File: config.mk
export PLATFORM = sky130hd
export DESIGN_NAME = wb_top
export DESIGN_NICKNAME = d
export VERILOG_FILES = /design/src/verilog/wb_pkg.sv /design/src/verilog/axi_lite_if.sv /design/src/verilog/wb_data_ram.sv /design/src/verilog/wb_lsu.sv /design/src/verilog/wb_regfile.sv /design/src/verilog/wb_retire_counters.sv /design/src/verilog/wb_stage.sv /design/src/verilog/wb_top.sv
export VERILOG_INCLUDE_DIRS = /design/src /design/src/verilog
export SDC_FILE = /design/constraint.sdc
export NUM_CORES = 2
export LEC_CHECK = 0
export BUFFER_PORTS_ARGS = -buffer_cell sky130_fd_sc_hd__clkbuf_2
export CAP_MARGIN = 20
export CORE_ASPECT_RATIO = 1.4
export CORE_MARGIN = 3
export CORE_UTILIZATION = 39
export DETAILED_ROUTE_END_ITERATION = 12
export PLACE_DENSITY = 0.64
export SYNTH_ARGS = -nofsm -noshare
export SYNTH_HDL_FRONTEND = slang
export SYNTH_SLANG_ARGS = --single-unit
File: constraint.sdc
create_clock -name clk_i -period 3.8 [get_ports clk_i]
set_input_delay 0.76 -clock clk_i [delete_from_list [all_inputs] [get_ports clk_i]]
set_output_delay 0.76 -clock clk_i [all_outputs]
set_load 0.03 [all_outputs]
File: src/verilog/wb_defs.svh
/*
 * Width and size macros for the writeback subsystem
 */
`ifndef WB_DEFS_SVH
`define WB_DEFS_SVH

// Data and address width of the core
`define WB_XLEN 32

// Register file address width, giving 32 architectural registers
`define WB_REG_AW 5

// Data memory depth in 32-bit words, so byte addresses from 256 upwards are out of range
`define WB_MEM_WORDS 64

`endif

File: src/verilog/wb_pkg.sv
/*
 * Shared types: instruction kind in writeback and the LSU response
 */
`include "wb_defs.svh"

package wb_pkg;

  // Kind of instruction held in the writeback stage
  // Loads and stores wait for the LSU, everything else finishes in one cycle
  typedef enum logic [1:0] {
    WB_INSTR_LOAD  = 2'b00,
    WB_INSTR_STORE = 2'b01,
    WB_INSTR_OTHER = 2'b10
  } wb_instr_type_e;

  // Response from the LSU to writeback, valid for exactly one cycle per access
  typedef struct packed {
    // Access has finished this cycle
    logic                valid;
    // Bus returned SLVERR or DECERR
    logic                err;
    // Read data, only meaningful for loads
    logic [`WB_XLEN-1:0] rdata;
    // Load finished without error and may write the register file
    logic                we;
  } lsu_resp_t;

endpackage

File: src/verilog/axi_lite_if.sv
/*
 * AXI4-Lite bundle with manager and subordinate views
 */
`include "wb_defs.svh"

interface axi_lite_if;

  // Write address and write data channels
  logic [`WB_XLEN-1:0] awaddr;
  logic                awvalid;
  logic                awready;
  logic [`WB_XLEN-1:0] wdata;
  logic                wvalid;
  logic                wready;

  // Write response channel
  logic [1:0]          bresp;
  logic                bvalid;
  logic                bready;

  // Read address and read data channels
  logic [`WB_XLEN-1:0] araddr;
  logic                arvalid;
  logic                arready;
  logic [`WB_XLEN-1:0] rdata;
  logic [1:0]          rresp;
  logic                rvalid;
  logic                rready;

  modport manager (
    output awaddr, awvalid, wdata, wvalid, bready, araddr, arvalid, rready,
    input  awready, wready, bresp, bvalid, arready, rdata, rresp, rvalid
  );

  modport subordinate (
    input  awaddr, awvalid, wdata, wvalid, bready, araddr, arvalid, rready,
    output awready, wready, bresp, bvalid, arready, rdata, rresp, rvalid
  );

endinterface

File: src/verilog/wb_data_ram.sv
/*
 * AXI4-Lite word memory returning SLVERR outside its range
 */
`include "wb_defs.svh"

module wb_data_ram (
  input  logic            clk_i,
  input  logic            rst_ni,
  axi_lite_if.subordinate bus
);

  localparam int unsigned MEM_AW = $clog2(`WB_MEM_WORDS);
  localparam logic [1:0] RESP_OKAY   = 2'b00;
  localparam logic [1:0] RESP_SLVERR = 2'b10;

  logic [`WB_XLEN-1:0] mem_q [`WB_MEM_WORDS];
  logic                wr_accept;
  logic                rd_accept;
  logic                wr_in_range;
  logic                rd_in_range;
  logic [MEM_AW-1:0]   wr_idx;
  logic [MEM_AW-1:0]   rd_idx;
  logic                bvalid_q;
  logic                rvalid_q;
  logic [1:0]          bresp_q;
  logic [1:0]          rresp_q;
  logic [`WB_XLEN-1:0] rdata_q;

  // A write is taken only with address and data both present and no response pending
  assign wr_accept   = bus.awvalid & bus.wvalid & ~bvalid_q;
  assign rd_accept   = bus.arvalid & ~rvalid_q;
  assign bus.awready = wr_accept;
  assign bus.wready  = wr_accept;
  assign bus.arready = ~rvalid_q;

  // Word index sits above the two byte-offset bits, anything higher must be zero
  assign wr_idx      = bus.awaddr[MEM_AW+1:2];
  assign rd_idx      = bus.araddr[MEM_AW+1:2];
  assign wr_in_range = (bus.awaddr[`WB_XLEN-1:MEM_AW+2] == '0);
  assign rd_in_range = (bus.araddr[`WB_XLEN-1:MEM_AW+2] == '0);

  always_ff @(posedge clk_i or negedge rst_ni) begin
    if (!rst_ni) begin
      for (int i = 0; i < `WB_MEM_WORDS; i++) begin
        mem_q[i] <= '0;
      end
    end else if (wr_accept && wr_in_range) begin
      mem_q[wr_idx] <= bus.wdata;
    end
  end

  // Response valids rise one cycle after the accepting handshake and hold until taken
  always_ff @(posedge clk_i or negedge rst_ni) begin
    if (!rst_ni) begin
      bvalid_q <= 1'b0;
      rvalid_q <= 1'b0;
    end else begin
      if (wr_accept) bvalid_q <= 1'b1;
      else if (bus.bready) bvalid_q <= 1'b0;
      if (rd_accept) rvalid_q <= 1'b1;
      else if (bus.rready) rvalid_q <= 1'b0;
    end
  end

  always_ff @(posedge clk_i) begin
    if (wr_accept) bresp_q <= wr_in_range ? RESP_OKAY : RESP_SLVERR;
    if (rd_accept) begin
      rresp_q <= rd_in_range ? RESP_OKAY : RESP_SLVERR;
      // Out-of-range reads return zero
      rdata_q <= rd_in_range ? mem_q[rd_idx] : '0;
    end
  end

  assign bus.bvalid = bvalid_q;
  assign bus.bresp  = bresp_q;
  assign bus.rvalid = rvalid_q;
  assign bus.rresp  = rresp_q;
  assign bus.rdata  = rdata_q;

endmodule

File: src/verilog/wb_lsu.sv
/*
 * Load/store unit: one access at a time over an AXI4-Lite manager port
 */
`include "wb_defs.svh"

module wb_lsu import wb_pkg::*; (
  input  logic                clk_i,
  input  logic                rst_ni,
  input  logic                req_i,
  input  wb_instr_type_e      type_i,
  input  logic [`WB_XLEN-1:0] addr_i,
  input  logic [`WB_XLEN-1:0] wdata_i,
  axi_lite_if.manager         bus,
  output lsu_resp_t           resp_o,
  output logic                err_o
);

  typedef enum logic [1:0] {LSU_IDLE, LSU_ADDR, LSU_RESP} lsu_state_e;

  lsu_state_e          state_q, state_d;
  logic                aw_pend_q, w_pend_q, ar_pend_q;
  logic                aw_pend_d, w_pend_d, ar_pend_d;
  logic                store_q;
  logic [`WB_XLEN-1:0] addr_q;
  logic [`WB_XLEN-1:0] wdata_q;
  logic                resp_hs;
  logic                resp_err;
  logic                take_req;
  logic                err_q;

  // Writeback is ready again in the cycle the response is handed back, so a new
  // access may start then as well as from idle
  assign take_req = req_i & ((state_q == LSU_IDLE) | resp_hs);

  // Each pending flag drives its channel valid and drops only on the handshake
  always_comb begin
    state_d   = state_q;
    aw_pend_d = aw_pend_q;
    w_pend_d  = w_pend_q;
    ar_pend_d = ar_pend_q;
    unique case (state_q)
      LSU_IDLE: begin
        // New requests are taken below
      end
      LSU_ADDR: begin
        if (bus.awready) aw_pend_d = 1'b0;
        if (bus.wready)  w_pend_d  = 1'b0;
        if (bus.arready) ar_pend_d = 1'b0;
        // Wait for the response once every address and data beat is gone
        if (!aw_pend_d && !w_pend_d && !ar_pend_d) state_d = LSU_RESP;
      end
      LSU_RESP: begin
        if (resp_hs) state_d = LSU_IDLE;
      end
      default: state_d = LSU_IDLE;
    endcase
    if (take_req) begin
      state_d   = LSU_ADDR;
      aw_pend_d = (type_i == WB_INSTR_STORE);
      w_pend_d  = (type_i == WB_INSTR_STORE);
      ar_pend_d = (type_i != WB_INSTR_STORE);
    end
  end

  always_ff @(posedge clk_i or negedge rst_ni) begin
    if (!rst_ni) begin
      state_q   <= LSU_IDLE;
      aw_pend_q <= 1'b0;
      w_pend_q  <= 1'b0;
      ar_pend_q <= 1'b0;
      err_q     <= 1'b0;
    end else begin
      state_q   <= state_d;
      aw_pend_q <= aw_pend_d;
      w_pend_q  <= w_pend_d;
      ar_pend_q <= ar_pend_d;
      // Error flag is sticky until the next reset
      if (resp_hs && resp_err) err_q <= 1'b1;
    end
  end

  // Access attributes are captured when the request is taken
  always_ff @(posedge clk_i) begin
    if (take_req) begin
      store_q <= (type_i == WB_INSTR_STORE);
      addr_q  <= addr_i;
      wdata_q <= wdata_i;
    end
  end

  assign bus.awaddr  = addr_q;
  assign bus.awvalid = aw_pend_q;
  assign bus.wdata   = wdata_q;
  assign bus.wvalid  = w_pend_q;
  assign bus.araddr  = addr_q;
  assign bus.arvalid = ar_pend_q;
  // Responses are always accepted
  assign bus.bready  = 1'b1;
  assign bus.rready  = 1'b1;

  // Bit 1 of the response code is set for both SLVERR and DECERR
  assign resp_hs  = (state_q == LSU_RESP) & (store_q ? bus.bvalid : bus.rvalid);
  assign resp_err = store_q ? bus.bresp[1] : bus.rresp[1];

  assign resp_o.valid = resp_hs;
  assign resp_o.err   = resp_hs & resp_err;
  assign resp_o.rdata = bus.rdata;
  assign resp_o.we    = resp_hs & ~store_q & ~resp_err;
  assign err_o        = err_q;

  // Writeback back-pressure must keep a second request out while one is in flight
  assert property (@(posedge clk_i) disable iff (!rst_ni)
    req_i |-> (state_q == LSU_IDLE) || resp_hs);

endmodule

File: src/verilog/wb_regfile.sv
/*
 * Integer register file, one write and one read port, x0 hardwired to zero
 */
`include "wb_defs.svh"

module wb_regfile (
  input  logic                  clk_i,
  input  logic                  rst_ni,
  input  logic [`WB_REG_AW-1:0] waddr_i,
  input  logic [`WB_XLEN-1:0]   wdata_i,
  input  logic                  we_i,
  input  logic [`WB_REG_AW-1:0] raddr_i,
  output logic [`WB_XLEN-1:0]   rdata_o
);

  localparam int unsigned NUM_REGS = 2 ** `WB_REG_AW;

  logic [`WB_XLEN-1:0] regs_q [NUM_REGS];

  // Writes to x0 are dropped so it keeps its reset value of zero
  always_ff @(posedge clk_i or negedge rst_ni) begin
    if (!rst_ni) begin
      for (int i = 0; i < NUM_REGS; i++) begin
        regs_q[i] <= '0;
      end
    end else if (we_i && (waddr_i != '0)) begin
      regs_q[waddr_i] <= wdata_i;
    end
  end

  // Combinational read, a write shows up from the following cycle
  assign rdata_o = regs_q[raddr_i];

endmodule

File: src/verilog/wb_retire_counters.sv
/*
 * Retired and retired-compressed instruction counters
 */
module wb_retire_counters (
  input  logic        clk_i,
  input  logic        rst_ni,
  input  logic        ret_i,
  input  logic        ret_compressed_i,
  output logic [31:0] retired_o,
  output logic [31:0] retired_compressed_o
);

  // Both counters wrap silently at 2**32
  always_ff @(posedge clk_i or negedge rst_ni) begin
    if (!rst_ni) begin
      retired_o            <= '0;
      retired_compressed_o <= '0;
    end else begin
      if (ret_i) retired_o <= retired_o + 32'd1;
      if (ret_compressed_i) retired_compressed_o <= retired_compressed_o + 32'd1;
    end
  end

endmodule

File: src/verilog/wb_stage.sv
/*
 * Writeback stage holding one instruction until it retires
 */
`include "wb_defs.svh"

module wb_stage import wb_pkg::*; (
  input  logic                  clk_i,
  input  logic                  rst_ni,
  input  logic                  en_wb_i,
  input  wb_instr_type_e        instr_type_i,
  input  logic [`WB_XLEN-1:0]   pc_i,
  input  logic                  compressed_i,
  input  logic                  count_i,
  input  logic [`WB_REG_AW-1:0] rd_i,
  input  logic                  rd_we_i,
  input  logic [`WB_XLEN-1:0]   result_i,
  input  lsu_resp_t             lsu_resp_i,
  output logic                  ready_o,
  output logic                  instr_done_o,
  output logic [`WB_XLEN-1:0]   pc_wb_o,
  output logic                  outstanding_load_o,
  output logic                  outstanding_store_o,
  output logic [`WB_REG_AW-1:0] rf_waddr_o,
  output logic [`WB_XLEN-1:0]   rf_wdata_o,
  output logic                  rf_we_o,
  output logic                  perf_ret_o,
  output logic                  perf_ret_compressed_o
);

  logic                  valid_q;
  logic                  done;
  logic                  we_other;
  logic                  we_load;
  wb_instr_type_e        type_q;
  logic [`WB_XLEN-1:0]   pc_q;
  logic                  compressed_q;
  logic                  count_q;
  logic [`WB_REG_AW-1:0] rd_q;
  logic                  rd_we_q;
  logic [`WB_XLEN-1:0]   result_q;

  // Non-memory instructions finish at once, memory ones when the LSU answers
  // Only meaningful while valid_q is set
  assign done = (type_q == WB_INSTR_OTHER) | lsu_resp_i.valid;

  // The stage fills on an accepted issue and empties once the held instruction is done
  always_ff @(posedge clk_i or negedge rst_ni) begin
    if (!rst_ni) begin
      valid_q <= 1'b0;
    end else begin
      valid_q <= en_wb_i | (valid_q & ~done);
    end
  end

  // Instruction fields follow the valid bit and need no reset
  always_ff @(posedge clk_i) begin
    if (en_wb_i) begin
      type_q       <= instr_type_i;
      pc_q         <= pc_i;
      compressed_q <= compressed_i;
      count_q      <= count_i;
      rd_q         <= rd_i;
      rd_we_q      <= rd_we_i;
      result_q     <= result_i;
    end
  end

  // A new instruction may enter when the stage is empty or retires this cycle
  assign ready_o      = ~valid_q | done;
  assign instr_done_o = valid_q & done;
  assign pc_wb_o      = pc_q;

  assign outstanding_load_o  = valid_q & (type_q == WB_INSTR_LOAD);
  assign outstanding_store_o = valid_q & (type_q == WB_INSTR_STORE);

  // Two write sources share one port: the registered ALU result and load data from the LSU
  assign we_other   = valid_q & rd_we_q & (type_q == WB_INSTR_OTHER);
  assign we_load    = valid_q & lsu_resp_i.we;
  assign rf_we_o    = we_other | we_load;
  assign rf_wdata_o = we_load ? lsu_resp_i.rdata : result_q;
  assign rf_waddr_o = rd_q;

  // A faulting access still completes but is not counted as retired
  assign perf_ret_o            = instr_done_o & count_q & ~(lsu_resp_i.valid & lsu_resp_i.err);
  assign perf_ret_compressed_o = perf_ret_o & compressed_q;

  // LSU load data must never collide with an ALU write from this stage
  assert property (@(posedge clk_i) disable iff (!rst_ni) $onehot0({we_other, we_load}));

  // The LSU answers only while a memory instruction is held here
  assert property (@(posedge clk_i) disable iff (!rst_ni)
    lsu_resp_i.valid |-> valid_q && (type_q != WB_INSTR_OTHER));

endmodule

File: src/verilog/wb_top.sv
/*
 * Back-end top: writeback, LSU, data memory, register file and retire counters
 */
`include "wb_defs.svh"

module wb_top import wb_pkg::*; (
  input  logic                  clk_i,
  input  logic                  rst_ni,
  input  logic                  issue_valid_i,
  output logic                  issue_ready_o,
  input  wb_instr_type_e        issue_type_i,
  input  logic [`WB_XLEN-1:0]   issue_pc_i,
  input  logic                  issue_compressed_i,
  input  logic                  issue_count_i,
  input  logic [`WB_REG_AW-1:0] issue_rd_i,
  input  logic                  issue_rd_we_i,
  input  logic [`WB_XLEN-1:0]   issue_result_i,
  input  logic [`WB_XLEN-1:0]   issue_store_data_i,
  input  logic [`WB_REG_AW-1:0] rf_raddr_i,
  output logic [`WB_XLEN-1:0]   rf_rdata_o,
  output logic                  instr_done_o,
  output logic [`WB_XLEN-1:0]   pc_wb_o,
  output logic                  outstanding_load_o,
  output logic                  outstanding_store_o,
  output logic                  lsu_err_o,
  output logic [31:0]           retired_o,
  output logic [31:0]           retired_compressed_o
);

  logic                  issue_accept;
  logic                  lsu_req;
  lsu_resp_t             lsu_resp;
  logic [`WB_REG_AW-1:0] rf_waddr;
  logic [`WB_XLEN-1:0]   rf_wdata;
  logic                  rf_we;
  logic                  perf_ret;
  logic                  perf_ret_compressed;

  axi_lite_if dbus ();

  // An accepted memory instruction also starts its bus access in the same cycle
  assign issue_accept = issue_valid_i & issue_ready_o;
  assign lsu_req      = issue_accept & (issue_type_i != WB_INSTR_OTHER);

  wb_stage u_wb_stage (
    .clk_i, .rst_ni,
    .en_wb_i               (issue_accept),
    .instr_type_i          (issue_type_i),
    .pc_i                  (issue_pc_i),
    .compressed_i          (issue_compressed_i),
    .count_i               (issue_count_i),
    .rd_i                  (issue_rd_i),
    .rd_we_i               (issue_rd_we_i),
    .result_i              (issue_result_i),
    .lsu_resp_i            (lsu_resp),
    .ready_o               (issue_ready_o),
    .instr_done_o          (instr_done_o),
    .pc_wb_o               (pc_wb_o),
    .outstanding_load_o    (outstanding_load_o),
    .outstanding_store_o   (outstanding_store_o),
    .rf_waddr_o            (rf_waddr),
    .rf_wdata_o            (rf_wdata),
    .rf_we_o               (rf_we),
    .perf_ret_o            (perf_ret),
    .perf_ret_compressed_o (perf_ret_compressed)
  );

  // The issue result doubles as the memory address for loads and stores
  wb_lsu u_lsu (
    .clk_i, .rst_ni,
    .req_i   (lsu_req),
    .type_i  (issue_type_i),
    .addr_i  (issue_result_i),
    .wdata_i (issue_store_data_i),
    .bus     (dbus.manager),
    .resp_o  (lsu_resp),
    .err_o   (lsu_err_o)
  );

  wb_data_ram u_data_ram (
    .clk_i, .rst_ni,
    .bus (dbus.subordinate)
  );

  wb_regfile u_regfile (
    .clk_i, .rst_ni,
    .waddr_i (rf_waddr),
    .wdata_i (rf_wdata),
    .we_i    (rf_we),
    .raddr_i (rf_raddr_i),
    .rdata_o (rf_rdata_o)
  );

  wb_retire_counters u_counters (
    .clk_i, .rst_ni,
    .ret_i                (perf_ret),
    .ret_compressed_i     (perf_ret_compressed),
    .retired_o            (retired_o),
    .retired_compressed_o (retired_compressed_o)
  );

endmodule
==> run metrics <==
result of the run=completed; number of port buffers=246; largest net degree at the start of global routing=around 140; number of enable flip-flop cells after synthesis=~170; mapped cell area=roughly 150000 sq um; Gate Count Post-Synth=about 11000; startpoint type of the worst setup path=flop; met2 WL post-DR=approximately 240000 um; placed cell count=around 16000; Core Rows=roughly 270; Power, Total=0.0754 W; routed wirelength normalized by instance count=30.0 um; setup clock skew after layout=just under 0.06 ns; post-synthesis sequential area ratio=57.3%; Final ANT Viol Nets=0; drt initial violations=roughly 9300; Yosys cell types=80; slowest CP cell=o21ai_0; hold violation total from the final report=0; worst setup path category=reg2reg; wire length the detailed router placed on met1=~180000 um; area occupied by multi-input gates=between 50000 and 60000 sq um; Syn-to-layout area delta=16.1%; total global routing track utilization=~25%; CP Cell Sequence=buf_12 > nor2b_4 > buf_4 > buf_4 > a22oi_1 > a21oi_1 > a21oi_1 > o21ai_0 > o31a_1; clock edge transition at the registers on the reported setup and hold paths=~0.060 ns; clock latency at the later pin of the worst-skew pair=0.91 ns; family with the most delay on the worst path=compound AO/OA/AOI/OAI gates; share of post-route cells with drive strength above 1=~36%; HPWL reported at the end of detailed placement=between 300000 and 400000 um; buffers and inverters on the worst path=3; Max Freq=265 MHz; routed wire length=slightly below 500000 um; max-slew violation count=0; Reg area=83800 sq um; overall die area=~380000 sq um; Die Ht=731 um; Crit. path cell count=9; yosys warns=0; period utilisation layout=99.2%; number of buffers inserted during clock tree synthesis=~340; Tightest Hold Check Type=in2reg; initial cell density of the core=between 30% and 40%; endpoint with the worst hold slack=u_lsu.bus.wdata[21]; largest incremental delay on the critical path=between 0.8 and 0.9 ns; cell type with the largest total area after synthesis=dfrtp_1; met3 wirelength from detailed routing=about 35000 um; post-synthesis register bit count=3316; Total Negative Setup Slacks=0 ns; CTS tree=built; Post-CTS Setup Inserts=0; Reg2Reg Setup Slack=0.03 ns; number of cells in the finished layout apart from fillers=roughly 16000; Register-to-Register Path Depth=9; endpoints failing setup=0; unrepaired setup endpoints after global routing=no; FILL cells=between 30000 and 40000; first-pass GRT wire length=approximately 720000 um; CP endpoint kind=flop; Remaining Overflow, GRT=0; number of DRC violations after detailed routing=0; number of sinks on the clock net=roughly 3300; largest fanout of any net on the critical path=34; Die Width=524 um; routability congestion estimate=0.873; via density per instance=5.96; number of antenna violations at the first check in global routing=44; arrival time worst endpoint=between 4 and 5 ns; CTS Buffer Depth=4; start point of the worst hold path=issue_store_data_i[21]; Highest Signal Layer=met5; ys async rst share=94.8%; fraction of synthesized cell area taken by the top area cell type=a little over half; count of H-tree levels built during CTS=5; Least-Margin Pin Slew=1.25 ns; end-of-flow core utilization=45.6%; detailed-route via count=between 90000 and 100k; vias in the first global route=just over 100k; top cells by area in the synthesized netlist=dfrtp_1 (54%), mux2_2 (16%), mux4_2 (6.7%), edfxtp_1 (3.5%), a21oi_1 (2.9%); Max Cap Violations=0; Worst VDD drop=approximately 350 uV; most instantiated flip-flop cell in the synthesis netlist=dfrtp_1; leakage power of the design=about 80 nW; worst reg2reg path endpoint=u_data_ram.bus.rdata[22]; relative slew slack=16.6%; fin nets=about 11000; most frequent cells in the layout=dfrtp_1 (3145), mux2_2 (2085), nor2_1 (865), a21oi_1 (861), buf_4 (481); buffer type at the clock tree root=clkbuf_16; number of primary I/O pins=about 250; First-pass DRT Iterations=8; worst hold path depth=1; net count after synthesis=11100; final critical-path required period=~3.8 ns; total power divided by cell area=about 440 nW/um^2; area inside the core boundary=between 300000 and 400000 sq um; Crit Reg-Reg Startpoint=u_lsu.bus.araddr[2]; required arrival time at the worst endpoint=between 4 and 5 ns; timing startpoint of the critical path=u_lsu.bus.araddr[2]; final-layout worst hold slack=~0.058 ns; most common cell after layout, fill and taps aside=dfrtp_1; Mean Syn Cell Area=~13 sq um
[worst max-delay path by stage]
stage | to | slack, ns
finish | u_data_ram.bus.rdata[22] | 0.03
global route | rf_rdata_o[27] | 0.02
CTS | rf_rdata_o[27] | 0.07
detailed placement | rf_rdata_o[27] | 0.08
global placement | rf_rdata_o[27] | 0.09
floorplan | rf_rdata_o[0] | 0.26
[Yosys cell counts (all sizes together) (5+ instances only)]
library cell and instances:
o21ai 374, nor2b 9, a41oi 21, a211oi 23
nor3 9, a31oi 14, nor4 7, a32oi 5
xnor2 46, a222oi 14, o2bb2ai 19, nand3b 8
and4 13, o21a 10, mux2i 355, nand2 391
buf 525, and3 25, mux2 2240, nor2 954
nand3 54, a22o 35, inv 16, clkbuf 594
edfxtp 171, nand2b 11, a21oi 889, xor2 16
a221o 15, o221ai 17, o2111ai 5, o211ai 12
and2 8, dfrtp 3145, mux4 434, a221oi 202
o22a 16, nand4 14, o22ai 107, a22oi 151
[cell families after synthesis]
kind of cell / Yosys count / share of synthesized area (%)
adders and majority gates: 2 / 0.0171
xor gates and xnor gates: 62 / 0.371
buffers and inverters: 1136 / 3.40
DFF: 3316 / 57.3
muxes: 3029 / 26.4
and+or+nand+nor: 1521 / 4.28
AOI/OAI and AO/OA: 1965 / 8.25
[sequential cells by signal (all words and copies together) (netlist names), 2 cells and up]
register                         flops
u_data_ram.mem_q                  2048
u_regfile.regs_q                  1024
u_counters.retired_compressed_o     32
u_counters.retired_o                32
u_data_ram.bus.rdata                32
u_lsu.bus.wdata                     32
u_wb_stage.pc_wb_o                  32
u_wb_stage.result_q                 32
u_lsu.bus.araddr                    30
u_wb_stage.rf_waddr_o                5
u_lsu.state_q                        2
u_wb_stage.type_q                    2
[worst register-to-register path, stage by stage (launching register included)]
cell	delay [ns]
edfxtp_1	0.50
buf_12	0.29
nor2b_4	0.63
buf_4	0.28
buf_4	0.21
a22oi_1	0.11
a21oi_1	0.19
a21oi_1	0.12
o21ai_0	0.85
o31a_1	0.39
[metal layers]
metal	vias to the layer above	GRT usage, %
met5	-	0
met4	36	15.1
met3	1447	4.92
met2	4201	42.7
met1	52100	30.3
li1	40400	-
[power breakdown]
group          leakage [nW]  switching, W  internal, W  total, W
clock                  5.68        0.0146       0.0204    0.0350
sequential             45.0      0.000557       0.0364    0.0370
combinational          28.1       0.00202      0.00135   0.00338
[what timing repair did]
| item | in CTS | in global routing |
|---|---|---|
| endpoints found under the hold margin | 65 | 0 |
| resized for setup | 0 | 0 |
| hold buffers | 43 | 0 |
[stage by stage]
| step | area (sq um) | setup WS [ns] |
|---|---|---|
| floorplan | 146000 | 0.255 |
| global placement | 158000 | 0.0918 |
| detailed placement | 158000 | 0.0802 |
| CTS | 170000 | 0.0727 |
| global route | 170000 | 0.0249 |
| finish | 170000 | 0.0301 |
[layout make-up]
| type | instances | share of cell area (%) |
|---|---|---|
| antenna | 16 | 0.0236 |
| multi-input combinational | 6579 | 34.4 |
| tap | 4939 | 3.64 |
| timing repair buffer | 983 | 5.66 |
| sequential | 3316 | 49.4 |
| clock inverter | 149 | 1.08 |
| inverter | 17 | 0.0464 |
| clock buffer | 472 | 5.77 |
Note: power is estimated with default switching activity, not from simulation.
